===== config.mk =====
export PLATFORM = sky130hd
export DESIGN_NAME = scanline_cmd_top
export DESIGN_NICKNAME = d
export VERILOG_FILES = /design/src/source/scanline_pkg.sv /design/src/source/ddr_cmd_pkg.sv /design/src/source/scanline_cmd_top.sv /design/src/source/ddr_cmd_pins.sv /design/src/source/linear_cmd_seq.sv /design/src/source/scanline_chn_mux.sv
export SDC_FILE = /design/constraint.sdc
export NUM_CORES = 1
export LEC_CHECK = 0
export BUFFER_PORTS_ARGS = -buffer_cell sky130_fd_sc_hd__buf_2
export CAP_MARGIN = 40
export CORE_MARGIN = 2
export CORE_UTILIZATION = 54
export DETAILED_ROUTE_END_ITERATION = 16
export MAX_ROUTING_LAYER = met4
export PLACE_DENSITY = 0.83
export SKIP_CTS_REPAIR_TIMING = 1
export SKIP_LAST_GASP = 1
export SLEW_MARGIN = 20
export SYNTH_ARGS = -nofsm -noshare
export SYNTH_HDL_FRONTEND = slang
export SYNTH_SLANG_ARGS = --single-unit

===== constraint.sdc =====
create_clock -name clk -period 6.3 [get_ports clk]
set_input_delay 0.63 -clock clk [delete_from_list [all_inputs] [get_ports clk]]
set_output_delay 0.63 -clock clk [all_outputs]
set_load 0.01 [all_outputs]

===== src/source/scanline_pkg.sv =====
// scanline_pkg: scanline request field widths, channel count and address width defaults
package scanline_pkg;

    // request fields
    localparam int BANK_BITS   = 3;        // DDR3 has 8 banks
    localparam int NUM128_BITS = 6;        // 128-bit words per request, 0 = 64

    // defaults for the top level
    localparam int NUM_CHN_DEF   = 4;      // scanline channels
    localparam int ADDR_BITS_DEF = 15;     // row address width
    localparam int COL_BITS_DEF  = 10;     // column address width

endpackage


===== src/source/ddr_cmd_pkg.sv =====
// ddr_cmd_pkg: DDR command kinds, ras/cas/we pin encodings, default command gaps
package ddr_cmd_pkg;

    // command kind passed from sequencer to pin encoder
    typedef enum logic [2:0] {
        CMD_NOP = 3'd0,                    // no command, all strobes high
        CMD_ACT = 3'd1,                    // open row
        CMD_RD  = 3'd2,                    // column read, BL8
        CMD_WR  = 3'd3,                    // column write, BL8
        CMD_PRE = 3'd4                     // close row, single bank
    } ddr_cmd_t;

    // default gaps in clocks
    localparam int T_RCD_DEF = 4;          // ACT to first column command
    localparam int T_CCD_DEF = 4;          // column to column, one BL8
    localparam int T_PRE_DEF = 6;          // last column to PRE

    // {ras_n, cas_n, we_n} for a command kind
    function automatic logic [2:0] pins_of(ddr_cmd_t kind);
        logic [2:0] pins;
        case (kind)
            CMD_ACT: pins = 3'b011;        // ras low
            CMD_RD:  pins = 3'b101;        // cas low
            CMD_WR:  pins = 3'b100;        // cas, we low
            CMD_PRE: pins = 3'b010;        // ras, we low
            default: pins = 3'b111;        // nop
        endcase
        return pins;
    endfunction

endpackage

===== src/source/scanline_cmd_top.sv =====
// scanline_cmd_top: channel mux, linear command sequencer and DDR pin encoder
module scanline_cmd_top #(
    parameter int NUM_CHN   = scanline_pkg::NUM_CHN_DEF,
    parameter int ADDR_BITS = scanline_pkg::ADDR_BITS_DEF,
    parameter int COL_BITS  = scanline_pkg::COL_BITS_DEF,
    parameter logic [NUM_CHN-1:0] CHN_RD_MASK = NUM_CHN'(4'b0101), // even channels read
    parameter int T_RCD     = ddr_cmd_pkg::T_RCD_DEF,
    parameter int T_CCD     = ddr_cmd_pkg::T_CCD_DEF,
    parameter int T_PRE     = ddr_cmd_pkg::T_PRE_DEF
) (
    input  logic                                              clk,
    input  logic                                              rst_n,
    input  logic [NUM_CHN-1:0][scanline_pkg::BANK_BITS-1:0]   chn_bank,
    input  logic [NUM_CHN-1:0][ADDR_BITS-1:0]                 chn_row,
    input  logic [NUM_CHN-1:0][COL_BITS-4:0]                  chn_start_col,
    input  logic [NUM_CHN-1:0][scanline_pkg::NUM128_BITS-1:0] chn_num128,
    input  logic [NUM_CHN-1:0]                                chn_start,
    output logic                                              ddr_ras_n,
    output logic                                              ddr_cas_n,
    output logic                                              ddr_we_n,
    output logic [scanline_pkg::BANK_BITS-1:0]                ddr_ba,
    output logic [ADDR_BITS-1:0]                              ddr_addr,
    output logic                                              busy,
    output logic                                              done
);
    import ddr_cmd_pkg::*;
    import scanline_pkg::*;

    // mux to sequencer
    logic [BANK_BITS-1:0]   req_bank;
    logic [ADDR_BITS-1:0]   req_row;
    logic [COL_BITS-4:0]    req_col;
    logic [NUM128_BITS-1:0] req_num128;
    logic                   req_rd;
    logic                   req_wr;

    // sequencer to pins
    ddr_cmd_t               seq_cmd;
    logic [BANK_BITS-1:0]   seq_bank;
    logic [ADDR_BITS-1:0]   seq_addr;

    scanline_chn_mux #(
        .NUM_CHN     (NUM_CHN),
        .ADDR_BITS   (ADDR_BITS),
        .COL_BITS    (COL_BITS),
        .CHN_RD_MASK (CHN_RD_MASK)
    ) i_chn_mux (
        .clk           (clk),
        .rst_n         (rst_n),
        .chn_bank      (chn_bank),
        .chn_row       (chn_row),
        .chn_start_col (chn_start_col),
        .chn_num128    (chn_num128),
        .chn_start     (chn_start),
        .bank          (req_bank),
        .row           (req_row),
        .start_col     (req_col),
        .num128        (req_num128),
        .start_rd      (req_rd),
        .start_wr      (req_wr)
    );

    linear_cmd_seq #(
        .ADDR_BITS (ADDR_BITS),
        .COL_BITS  (COL_BITS),
        .T_RCD     (T_RCD),
        .T_CCD     (T_CCD),
        .T_PRE     (T_PRE)
    ) i_cmd_seq (
        .clk       (clk),
        .rst_n     (rst_n),
        .bank      (req_bank),
        .row       (req_row),
        .start_col (req_col),
        .num128    (req_num128),
        .start_rd  (req_rd),
        .start_wr  (req_wr),
        .cmd       (seq_cmd),
        .cmd_bank  (seq_bank),
        .cmd_addr  (seq_addr),
        .busy      (busy),
        .done      (done)
    );

    ddr_cmd_pins #(
        .ADDR_BITS (ADDR_BITS)
    ) i_cmd_pins (
        .clk       (clk),
        .rst_n     (rst_n),
        .cmd       (seq_cmd),
        .cmd_bank  (seq_bank),
        .cmd_addr  (seq_addr),
        .ddr_ras_n (ddr_ras_n),
        .ddr_cas_n (ddr_cas_n),
        .ddr_we_n  (ddr_we_n),
        .ddr_ba    (ddr_ba),
        .ddr_addr  (ddr_addr)
    );

endmodule


===== src/source/ddr_cmd_pins.sv =====
// ddr_cmd_pins: registers command kind, bank and address onto the DDR command pins
module ddr_cmd_pins #(
    parameter int ADDR_BITS = scanline_pkg::ADDR_BITS_DEF
) (
    input  logic                               clk,
    input  logic                               rst_n,
    input  ddr_cmd_pkg::ddr_cmd_t              cmd,
    input  logic [scanline_pkg::BANK_BITS-1:0] cmd_bank,
    input  logic [ADDR_BITS-1:0]               cmd_addr,
    output logic                               ddr_ras_n,
    output logic                               ddr_cas_n,
    output logic                               ddr_we_n,
    output logic [scanline_pkg::BANK_BITS-1:0] ddr_ba,
    output logic [ADDR_BITS-1:0]               ddr_addr
);
    import ddr_cmd_pkg::*;

    logic [2:0] pins_nxt;                  // {ras_n, cas_n, we_n}
    logic       is_cmd;                    // anything but NOP

    assign pins_nxt = pins_of(cmd);
    assign is_cmd   = (cmd != CMD_NOP);

    // strobes, NOP out of reset
    always_ff @(posedge clk or negedge rst_n) begin
        if (!rst_n) begin
            ddr_ras_n <= 1'b1;
            ddr_cas_n <= 1'b1;
            ddr_we_n  <= 1'b1;
        end else begin
            ddr_ras_n <= pins_nxt[2];
            ddr_cas_n <= pins_nxt[1];
            ddr_we_n  <= pins_nxt[0];
        end
    end

    // ba/addr only move with a real command, quiet pins otherwise
    always_ff @(posedge clk) begin
        if (is_cmd) begin
            ddr_ba   <= cmd_bank;
            ddr_addr <= cmd_addr;
        end
    end

    // sequencer only produces defined kinds
    a_cmd_legal: assert property (@(posedge clk) disable iff (!rst_n)
        cmd inside {CMD_NOP, CMD_ACT, CMD_RD, CMD_WR, CMD_PRE});

endmodule


===== src/source/linear_cmd_seq.sv =====
// linear_cmd_seq: ACT / column burst / PRE sequencer with programmable gaps
module linear_cmd_seq #(
    parameter int ADDR_BITS = scanline_pkg::ADDR_BITS_DEF,
    parameter int COL_BITS  = scanline_pkg::COL_BITS_DEF,
    parameter int T_RCD     = ddr_cmd_pkg::T_RCD_DEF,
    parameter int T_CCD     = ddr_cmd_pkg::T_CCD_DEF,
    parameter int T_PRE     = ddr_cmd_pkg::T_PRE_DEF
) (
    input  logic                                 clk,
    input  logic                                 rst_n,
    input  logic [scanline_pkg::BANK_BITS-1:0]   bank,
    input  logic [ADDR_BITS-1:0]                 row,
    input  logic [COL_BITS-4:0]                  start_col,  // in 8-bursts
    input  logic [scanline_pkg::NUM128_BITS-1:0] num128,     // 0 means 64
    input  logic                                 start_rd,
    input  logic                                 start_wr,
    output ddr_cmd_pkg::ddr_cmd_t                cmd,
    output logic [scanline_pkg::BANK_BITS-1:0]   cmd_bank,
    output logic [ADDR_BITS-1:0]                 cmd_addr,
    output logic                                 busy,       // ACT issued until PRE issued
    output logic                                 done        // with PRE
);
    import ddr_cmd_pkg::*;
    import scanline_pkg::*;

    localparam int REM_BITS = NUM128_BITS + 1;              // holds 64
    localparam int GAP_MAX  = (T_RCD > T_CCD) ? ((T_RCD > T_PRE) ? T_RCD : T_PRE)
                                              : ((T_CCD > T_PRE) ? T_CCD : T_PRE);
    localparam int GAP_BITS = $clog2(GAP_MAX + 1);

    typedef enum logic [1:0] {
        S_IDLE,
        S_ACT,                                              // ACT on cmd
        S_WAIT,                                             // column commands and gaps
        S_PRE                                               // last gap, then PRE
    } state_t;

    state_t                 state;
    logic [GAP_BITS-1:0]    gap_cnt;       // clocks left to next command
    logic [REM_BITS-1:0]    rem_cnt;       // bursts still to issue
    logic [COL_BITS-4:0]    col_cnt;       // current column in 8-bursts
    logic                   dir_rd;        // 1: RD, 0: WR
    logic [BANK_BITS-1:0]   bank_r;
    logic [ADDR_BITS-1:0]   row_r;
    logic [ADDR_BITS-1:0]   col_addr;
    logic                   start;
    logic                   gap_end;

    assign start    = start_rd | start_wr;
    assign gap_end  = (gap_cnt == '0);
    // col*8, wraps in COL_BITS, A10 stays low (no auto-precharge)
    assign col_addr = ADDR_BITS'({col_cnt, 3'b000});

    always_ff @(posedge clk or negedge rst_n) begin
        if (!rst_n) begin
            state   <= S_IDLE;
            gap_cnt <= '0;
            rem_cnt <= '0;
            col_cnt <= '0;
            dir_rd  <= 1'b0;
        end else begin
            case (state)
                S_IDLE: begin
                    if (start) begin
                        state   <= S_ACT;
                        rem_cnt <= (num128 == '0) ? (REM_BITS'(1) << NUM128_BITS)
                                                  : REM_BITS'(num128);
                        col_cnt <= start_col;
                        dir_rd  <= start_rd;
                    end
                end
                S_ACT: begin
                    state   <= S_WAIT;
                    gap_cnt <= GAP_BITS'(T_RCD - 1);        // tRCD to first column
                end
                S_WAIT: begin
                    if (gap_end) begin                      // column issued now
                        col_cnt <= col_cnt + 1'b1;
                        rem_cnt <= rem_cnt - 1'b1;
                        if (rem_cnt == REM_BITS'(1)) begin
                            state   <= S_PRE;
                            gap_cnt <= GAP_BITS'(T_PRE - 1);
                        end else begin
                            gap_cnt <= GAP_BITS'(T_CCD - 1);
                        end
                    end else begin
                        gap_cnt <= gap_cnt - 1'b1;
                    end
                end
                S_PRE: begin
                    if (gap_end) begin
                        state <= S_IDLE;                    // PRE issued now
                    end else begin
                        gap_cnt <= gap_cnt - 1'b1;
                    end
                end
                default: state <= S_IDLE;
            endcase
        end
    end

    // bank and row of current request
    always_ff @(posedge clk) begin
        if (start && (state == S_IDLE)) begin
            bank_r <= bank;
            row_r  <= row;
        end
    end

    always_comb begin
        cmd      = CMD_NOP;
        cmd_addr = '0;                                      // PRE: A10 low, one bank
        case (state)
            S_ACT: begin
                cmd      = CMD_ACT;
                cmd_addr = row_r;
            end
            S_WAIT: begin
                if (gap_end) begin
                    cmd      = dir_rd ? CMD_RD : CMD_WR;
                    cmd_addr = col_addr;
                end
            end
            S_PRE:   cmd = gap_end ? CMD_PRE : CMD_NOP;
            default: cmd = CMD_NOP;
        endcase
    end

    assign cmd_bank = bank_r;
    assign busy     = (state != S_IDLE);
    assign done     = (state == S_PRE) && gap_end;

    // direction tag from the mux is exclusive
    a_start_dir: assert property (@(posedge clk) disable iff (!rst_n)
        !(start_rd && start_wr));
    // no queuing, caller waits for done
    a_start_idle: assert property (@(posedge clk) disable iff (!rst_n)
        start |-> !busy);

endmodule


===== src/source/scanline_chn_mux.sv =====
// scanline_chn_mux: picks the starting channel's request, tags read/write, registers it
module scanline_chn_mux #(
    parameter int NUM_CHN   = scanline_pkg::NUM_CHN_DEF,
    parameter int ADDR_BITS = scanline_pkg::ADDR_BITS_DEF,
    parameter int COL_BITS  = scanline_pkg::COL_BITS_DEF,
    parameter logic [NUM_CHN-1:0] CHN_RD_MASK = '0            // 1 = read channel
) (
    input  logic                                              clk,
    input  logic                                              rst_n,
    input  logic [NUM_CHN-1:0][scanline_pkg::BANK_BITS-1:0]   chn_bank,      // per channel bank
    input  logic [NUM_CHN-1:0][ADDR_BITS-1:0]                 chn_row,       // per channel row
    input  logic [NUM_CHN-1:0][COL_BITS-4:0]                  chn_start_col, // in 8-bursts
    input  logic [NUM_CHN-1:0][scanline_pkg::NUM128_BITS-1:0] chn_num128,    // 0 means 64
    input  logic [NUM_CHN-1:0]                                chn_start,     // one-cycle pulses
    output logic [scanline_pkg::BANK_BITS-1:0]                bank,
    output logic [ADDR_BITS-1:0]                              row,
    output logic [COL_BITS-4:0]                               start_col,
    output logic [scanline_pkg::NUM128_BITS-1:0]              num128,
    output logic                                              start_rd,      // read sequence
    output logic                                              start_wr       // write sequence
);
    import scanline_pkg::*;

    logic [BANK_BITS-1:0]   sel_bank;      // or-ed fields of pulsing channel
    logic [ADDR_BITS-1:0]   sel_row;
    logic [COL_BITS-4:0]    sel_col;
    logic [NUM128_BITS-1:0] sel_num128;
    logic                   sel_rd;        // direction of pulsing channel
    logic                   any_start;

    assign any_start = |chn_start;

    // and-or select, idle channels contribute zeros
    always_comb begin
        sel_bank   = '0;
        sel_row    = '0;
        sel_col    = '0;
        sel_num128 = '0;
        sel_rd     = 1'b0;
        for (int i = 0; i < NUM_CHN; i++) begin
            if (chn_start[i]) begin
                sel_bank   |= chn_bank[i];
                sel_row    |= chn_row[i];
                sel_col    |= chn_start_col[i];
                sel_num128 |= chn_num128[i];
                sel_rd     |= CHN_RD_MASK[i];
            end
        end
    end

    // request fields, held until next start
    always_ff @(posedge clk) begin
        if (any_start) begin
            bank      <= sel_bank;
            row       <= sel_row;
            start_col <= sel_col;
            num128    <= sel_num128;
        end
    end

    // start pulses, one cycle behind chn_start
    always_ff @(posedge clk or negedge rst_n) begin
        if (!rst_n) begin
            start_rd <= 1'b0;
            start_wr <= 1'b0;
        end else begin
            start_rd <= any_start & sel_rd;
            start_wr <= any_start & ~sel_rd;
        end
    end

    // callers never start two channels together
    a_start_onehot: assert property (@(posedge clk) disable iff (!rst_n)
        $onehot0(chn_start));

endmodule


**Word-level counts from Yosys, hierarchy flattened**

Index checks and enable logic that the tools add are counted.

- Add/sub/neg operators: 3
- Equality and inequality tests: 13
- Reduce and logical (&&, ||, !) cells: 14
- Muxes and demuxes: 41
- Bitwise logic cells: 16

Operators by type and width:

| cell | number |
|---|---|
| $mux 7 | 9 |
| $mux 15 | 4 |
| $or 15x15->15 | 3 |
| $pmux 15 s2 | 1 |
| $pmux 7 s2 | 2 |
| $mux 3 | 9 |
| $mux 6 | 4 |
| $or 7x7->7 | 3 |
| $or 6x6->6 | 3 |
| $pmux 3 s3 | 2 |
| $pmux 3 s4 | 1 |
| $mux 10 | 1 |
| $or 3x3->3 | 3 |
| $mux 2 | 4 |
| $ne 2x1->1 const B | 4 |
| $pmux 2 s4 | 1 |
| $add 7x1->7 const B | 1 |
| $eq 7x1->1 const B | 1 |
| $sub 7x1->7 const B | 1 |
| $eq 3x2->1 const B | 2 |
| $logic_not 6->1 | 1 |
| $reduce_bool 3->1 | 2 |
| $eq 2x2->1 const B | 2 |
| $reduce_and 2->1 | 2 |
| other kinds (16) | 21 |

- Flip-flop bits (word level): 92
- Output and inout bits: 23
- Word-level logic and storage cells: 105

**Depth between registers and ports, before layout**

- Depth after elaboration: 7
- Gate-level depth with buffers: 8
- Mapped depth without buffers: 7

**Hierarchy**

From an unflattened synthesis, not the netlist that was laid out.

- Cells, all modules: 372
- Area, all modules: 4444.3 µm²

Modules (own cells, without submodules):

| module | seq. area each (µm²) | area each (µm²) | cells each | instances |
|---|---|---|---|---|
| linear_cmd_seq | 1041.0 | 2108.3 | 202 | 1 |
| scanline_chn_mux | 980.9 | 1671.6 | 142 | 1 |
| ddr_cmd_pins | 619.3 | 664.4 | 28 | 1 |

**Least setup slack after synthesis**

OpenSTA, ideal clock, no wires.

- Path type: register -> register
- Start point: register i_cmd_seq.state[0]
- End point: register i_cmd_pins.ddr_addr[0], enable pin
- Setup time: 0.375 ns
- Clock period less this slack: 2.092 ns
- Arrival: 1.718 ns
- Slack: 4.208 ns
- Cell stages (with the launch flop): 7
- Cells stage by stage: dfrtp_1 inv_1 ha_1 clkbuf_1 buf_2 o21ai_0 nand2_1

- Cells in the longest elaborated chain, start to end: 3
- Elaborated cells on any way between the ends: 5
- Those cells by class: 3 x eq/ne; 1 x mux; 1 x reduce/logical

RTL lines:

| item | RTL line | source |
|---|---|---|
| start, declared | linear_cmd_seq.sv:38 | `state_t state;` |
| start signal, assigned | linear_cmd_seq.sv:56 | `state <= S_IDLE;` |
| start signal, assigned | linear_cmd_seq.sv:65 | `state <= S_ACT;` |
| start signal, assigned | linear_cmd_seq.sv:73 | `state <= S_WAIT;` |
| $eq 2x2->1 / $eq 2x1->1 (equally long branches) | linear_cmd_seq.sv:113 | `case (state)` |
| $pmux 3 s3 (*) | linear_cmd_seq.sv:113 |  |
| $reduce_bool 3->1 (*) | ddr_cmd_pins.sv:22 | `assign is_cmd = (cmd != CMD_NOP);` |
| via i_cmd_pins.is_cmd | ddr_cmd_pins.sv:19 | `logic is_cmd;` |
| end signal, assigned | ddr_cmd_pins.sv:41 | `ddr_addr <= cmd_addr;` |
| end, declared | ddr_cmd_pins.sv:14 | `output logic [ADDR_BITS-1:0] ddr_addr` |

Mark *: on every way through the listed nets, which the timed path passes. The rest lies on a longest branch.
A chain may end at the register's enable or synchronous reset.

**Worst setup path after layout**

- Start point: register i_cmd_seq.state[0]
- End point: register i_cmd_seq.col_cnt[4]

- Cells in the longest elaborated chain, start to end: 3
- Elaborated cells on any way between the ends: 7
- Those cells by class: 3 x eq/ne; 1 x mux; 3 x reduce/logical

RTL lines:

| item | RTL line | source |
|---|---|---|
| $eq 2x2->1 / $logic_not 2->1 (equally long branches) | linear_cmd_seq.sv:62 | `case (state)` |
| $ne 2x1->1 (no source line) / $reduce_bool 2->1 (equally long branches) | -- |  |
| $reduce_and 3->1 (no source line) | -- |  |
| end signal, assigned | linear_cmd_seq.sv:68 | `col_cnt <= start_col;` |
| end signal, assigned | linear_cmd_seq.sv:78 | `col_cnt <= col_cnt + 1'b1;` |
| end, declared | linear_cmd_seq.sv:41 | `logic [COL_BITS-4:0] col_cnt;` |

Several ways; a longest one is shown, not always the timed one.

==> flow_metrics.env <==
export IMPL_antenna_cells=0
export IMPL_drtIter0Drc=269
export IMPL_die_y_microns=93.9
export IMPL_finClkSkew_ns=0.00707
export IMPL_finalMaxSlewViolations=0
export IMPL_hold_violations=0
export IMPL_gr_total_overflow=0
export IMPL_synth_top_area_frac=0.461
export IMPL_avgSynthCellArea_sq_um=11.8
export IMPL_yosys_area_top_type="edfxtp_1"
export IMPL_synth_seq_cells=92
export IMPL_combPwrFrac=0.349
export IMPL_required_ns=6.58
export IMPL_drtAntennaViolNets=0
export IMPL_ys_top_cells_by_count="edfxtp_1, a22oi_1, nand2_1"
export IMPL_p_sw_mw=0.741
export IMPL_setup_viol_count_final=0
export IMPL_cts_tree="built"
export IMPL_num_vias=3593
export IMPL_ys_flop_type="edfxtp_1"
export IMPL_synth_most_common_cell="edfxtp_1"
export IMPL_p_per_area_nw_per_um2=388
export IMPL_synthArstFlopShare=0.272
export IMPL_antenna_found_initial=0
export IMPL_rows=32
export IMPL_path_clk_slew_ns=0.09
export IMPL_grt_pass1_wl_mm=15.9
export IMPL_die_area_sq_um=8820
export IMPL_drive_gt1_frac=0.357
export IMPL_clock_power_share=0.191
export IMPL_status="completed"
export IMPL_clock_sinks=92
export IMPL_fin_ws_ns=3.92
export IMPL_synth_edf_count=67
export IMPL_place_congestion=0.877
export IMPL_htreeDepth=3
export IMPL_switching_share=0.356
export IMPL_area_growth_syn_to_layout_pct=22.7
export IMPL_drc=0
export IMPL_grt_use_total=0.238
export IMPL_placed_area_sq_um=5160
export IMPL_max_clock_path_buffers=2
export IMPL_fmax_mhz=420
export IMPL_ir_drop_mv=0.160
export IMPL_synth_area_leaders="edfxtp_1, dfrtp_1, a22oi_1, nand2_1, ha_1"
export IMPL_synth_seq_area_share=0.605
export IMPL_io_buffer_count=152
export IMPL_syn_cell_area_sq_um=4370
export IMPL_internal_power_mw=1.34
export IMPL_tightest_slew_ns=0.668
export IMPL_drv_cap=0
export IMPL_syn_inst=371
export IMPL_cts_buffers=9
export IMPL_path_max_fanout=27
export IMPL_fin_crit_ns=2.38
export IMPL_root_buffer="clkbuf_8"
export IMPL_grt_start_max_net_pins=33
export IMPL_path_class="reg -> reg"
export IMPL_syn_nets=510
export IMPL_initial_utilization=0.562
export IMPL_critPathArrivalTime_ns=2.66
export IMPL_pwr_share_seq=0.460
export IMPL_r2r_slack_ns=3.92
export IMPL_routed_wl_mm=9.84
export IMPL_leakage_nw=2.34
export IMPL_total_power_mw=2.08
export IMPL_clk_latency_ns=0.35
export IMPL_via_per_inst=5.81
export IMPL_yosysWarnings=0
export IMPL_grt_pass1_vias=3372
export IMPL_fillers=585
export IMPL_coreArea_sq_um=7770
export IMPL_slew_headroom=0.554
export IMPL_min_period_over_period=0.378
export IMPL_die_width_microns=93.9
export IMPL_ios=153
export IMPL_synth_cell_types=49
export IMPL_place_hpwl_mm=7.28
export IMPL_rsz0062_at_grt="no"
export IMPL_critPathLaunchType="register"
export IMPL_holdCritPathClass="in -> async"
export IMPL_cp_end_kind="register"
export IMPL_final_cell_area_sq_um=5360
export IMPL_hold_ws_ns=0.260
export IMPL_nets=650
export IMPL_drtPass1Iterations=5
export IMPL_wl_per_cell_microns=15.9
export IMPL_setup_tns_final_ns=0
export IMPL_dpl_worst_slack_ns=4.02
kinds of logic (layout without fill, tap and decap cells):
logic type | Yosys count | after routing | share of synthesized area
and+or+nand+nor | 114 | 114 | 0.132
AOI/OAI and AO/OA | 111 | 111 | 0.180
adders and majority gates | 9 | 9 | 0.0258
buffers and inverters | 37 | 182 | 0.0367
DFF | 92 | 92 | 0.605
muxes | 8 | 8 | 0.0206
state kept, by name, indices dropped and copies added (netlist names), 6 cells and up:
register,flops
i_chn_mux.row,15
i_cmd_pins.ddr_addr,15
i_cmd_seq.row_r,15
i_chn_mux.start_col,7
i_cmd_seq.col_cnt,7
i_cmd_seq.rem_cnt,7
i_chn_mux.num128,6
area by class of cell:
cell class | instances | area [sq um] | area share
Timing Repair Buffer | 154 | 776 | 0.145
Clock inverter | 7 | 80.1 | 0.0149
Sequential cell | 92 | 2640 | 0.493
Clock buffer | 9 | 124 | 0.0231
Tap cell | 102 | 128 | 0.0238
Inverter | 12 | 45.0 | 0.00840
Multi-Input combinational cell | 242 | 1570 | 0.292
power groups by stage:
stage	clock network [mW]	logic, mW	registers, mW
after CTS	0.404	0.722	0.952
after detailed placement	0	0.714	0.965
after floorplan	0	0.512	0.957
after global routing	0.431	0.805	0.973
final	0.397	0.727	0.957
after global placement	0	0.678	0.958
routing by layer:
metal / share of wire / vias up / global-route usage
met5: 0 / - / -
met1: 0.42 / 1699 / 0.321
met4: 0.020 / 0 / 0.0906
met3: 0.062 / 17 / 0.0249
li1: - / 1698 / -
met2: 0.50 / 179 / 0.378
critical path: stages, from the launching register on:
cell     delay (ns)
dfrtp_1        0.44
inv_1          0.12
ha_1           0.29
buf_4          0.36
mux2_4         0.28
nand2_4        0.13
or4b_1         0.57
nand3_1        0.11
through the flow:
stage,cells,util
floorplan,371,-
global placement,602,0.664
CTS,618,0.690
global route,618,0.690
finish,618,0.690
detailed placement,602,0.664
path summary, 6_finish.rpt:
path,from,to,cells after the start
worst min register to register,i_cmd_seq.cmd_bank[1],i_cmd_pins.ddr_ba[1],0
worst min-delay path,rst_n,i_cmd_seq.rem_cnt[1],1
worst max-delay path,i_cmd_seq.state[0],i_cmd_seq.col_cnt[4],7
min in group clk,i_cmd_seq.cmd_bank[1],i_cmd_pins.ddr_ba[1],0
max in group asynchronous,rst_n,i_cmd_pins.ddr_ras_n,1
worst max register to register,i_cmd_seq.state[0],i_cmd_seq.col_cnt[4],7
placed cells by master (no fill, tap or decap), types with 2 or more instances in the layout:
master,netlist,layout
a32oi_1,2,2
nor2b_1,3,3
ha_1,9,9
dfrtp_1,22,22
or3_1,2,2
nor2_1,15,15
buf_4,1,2
mux2_4,2,2
nand3_1,5,5
edfxtp_1,67,67
or2_2,2,2
and3_1,11,11
nand2b_1,4,4
mux2i_1,6,6
nand3b_1,3,3
inv_6,0,2
nor3_1,4,4
dfstp_2,3,3
a22oi_1,62,62
and2_1,2,2
nand2_1,48,48
inv_1,12,12
a22o_1,6,6
a21oi_1,12,12
o22ai_1,5,5
nand4_1,4,4
o21ai_0,14,14
o211ai_1,2,2
buf_2,2,152
clkbuf_8,0,9
Note: power is estimated with default switching activity, not from simulation.
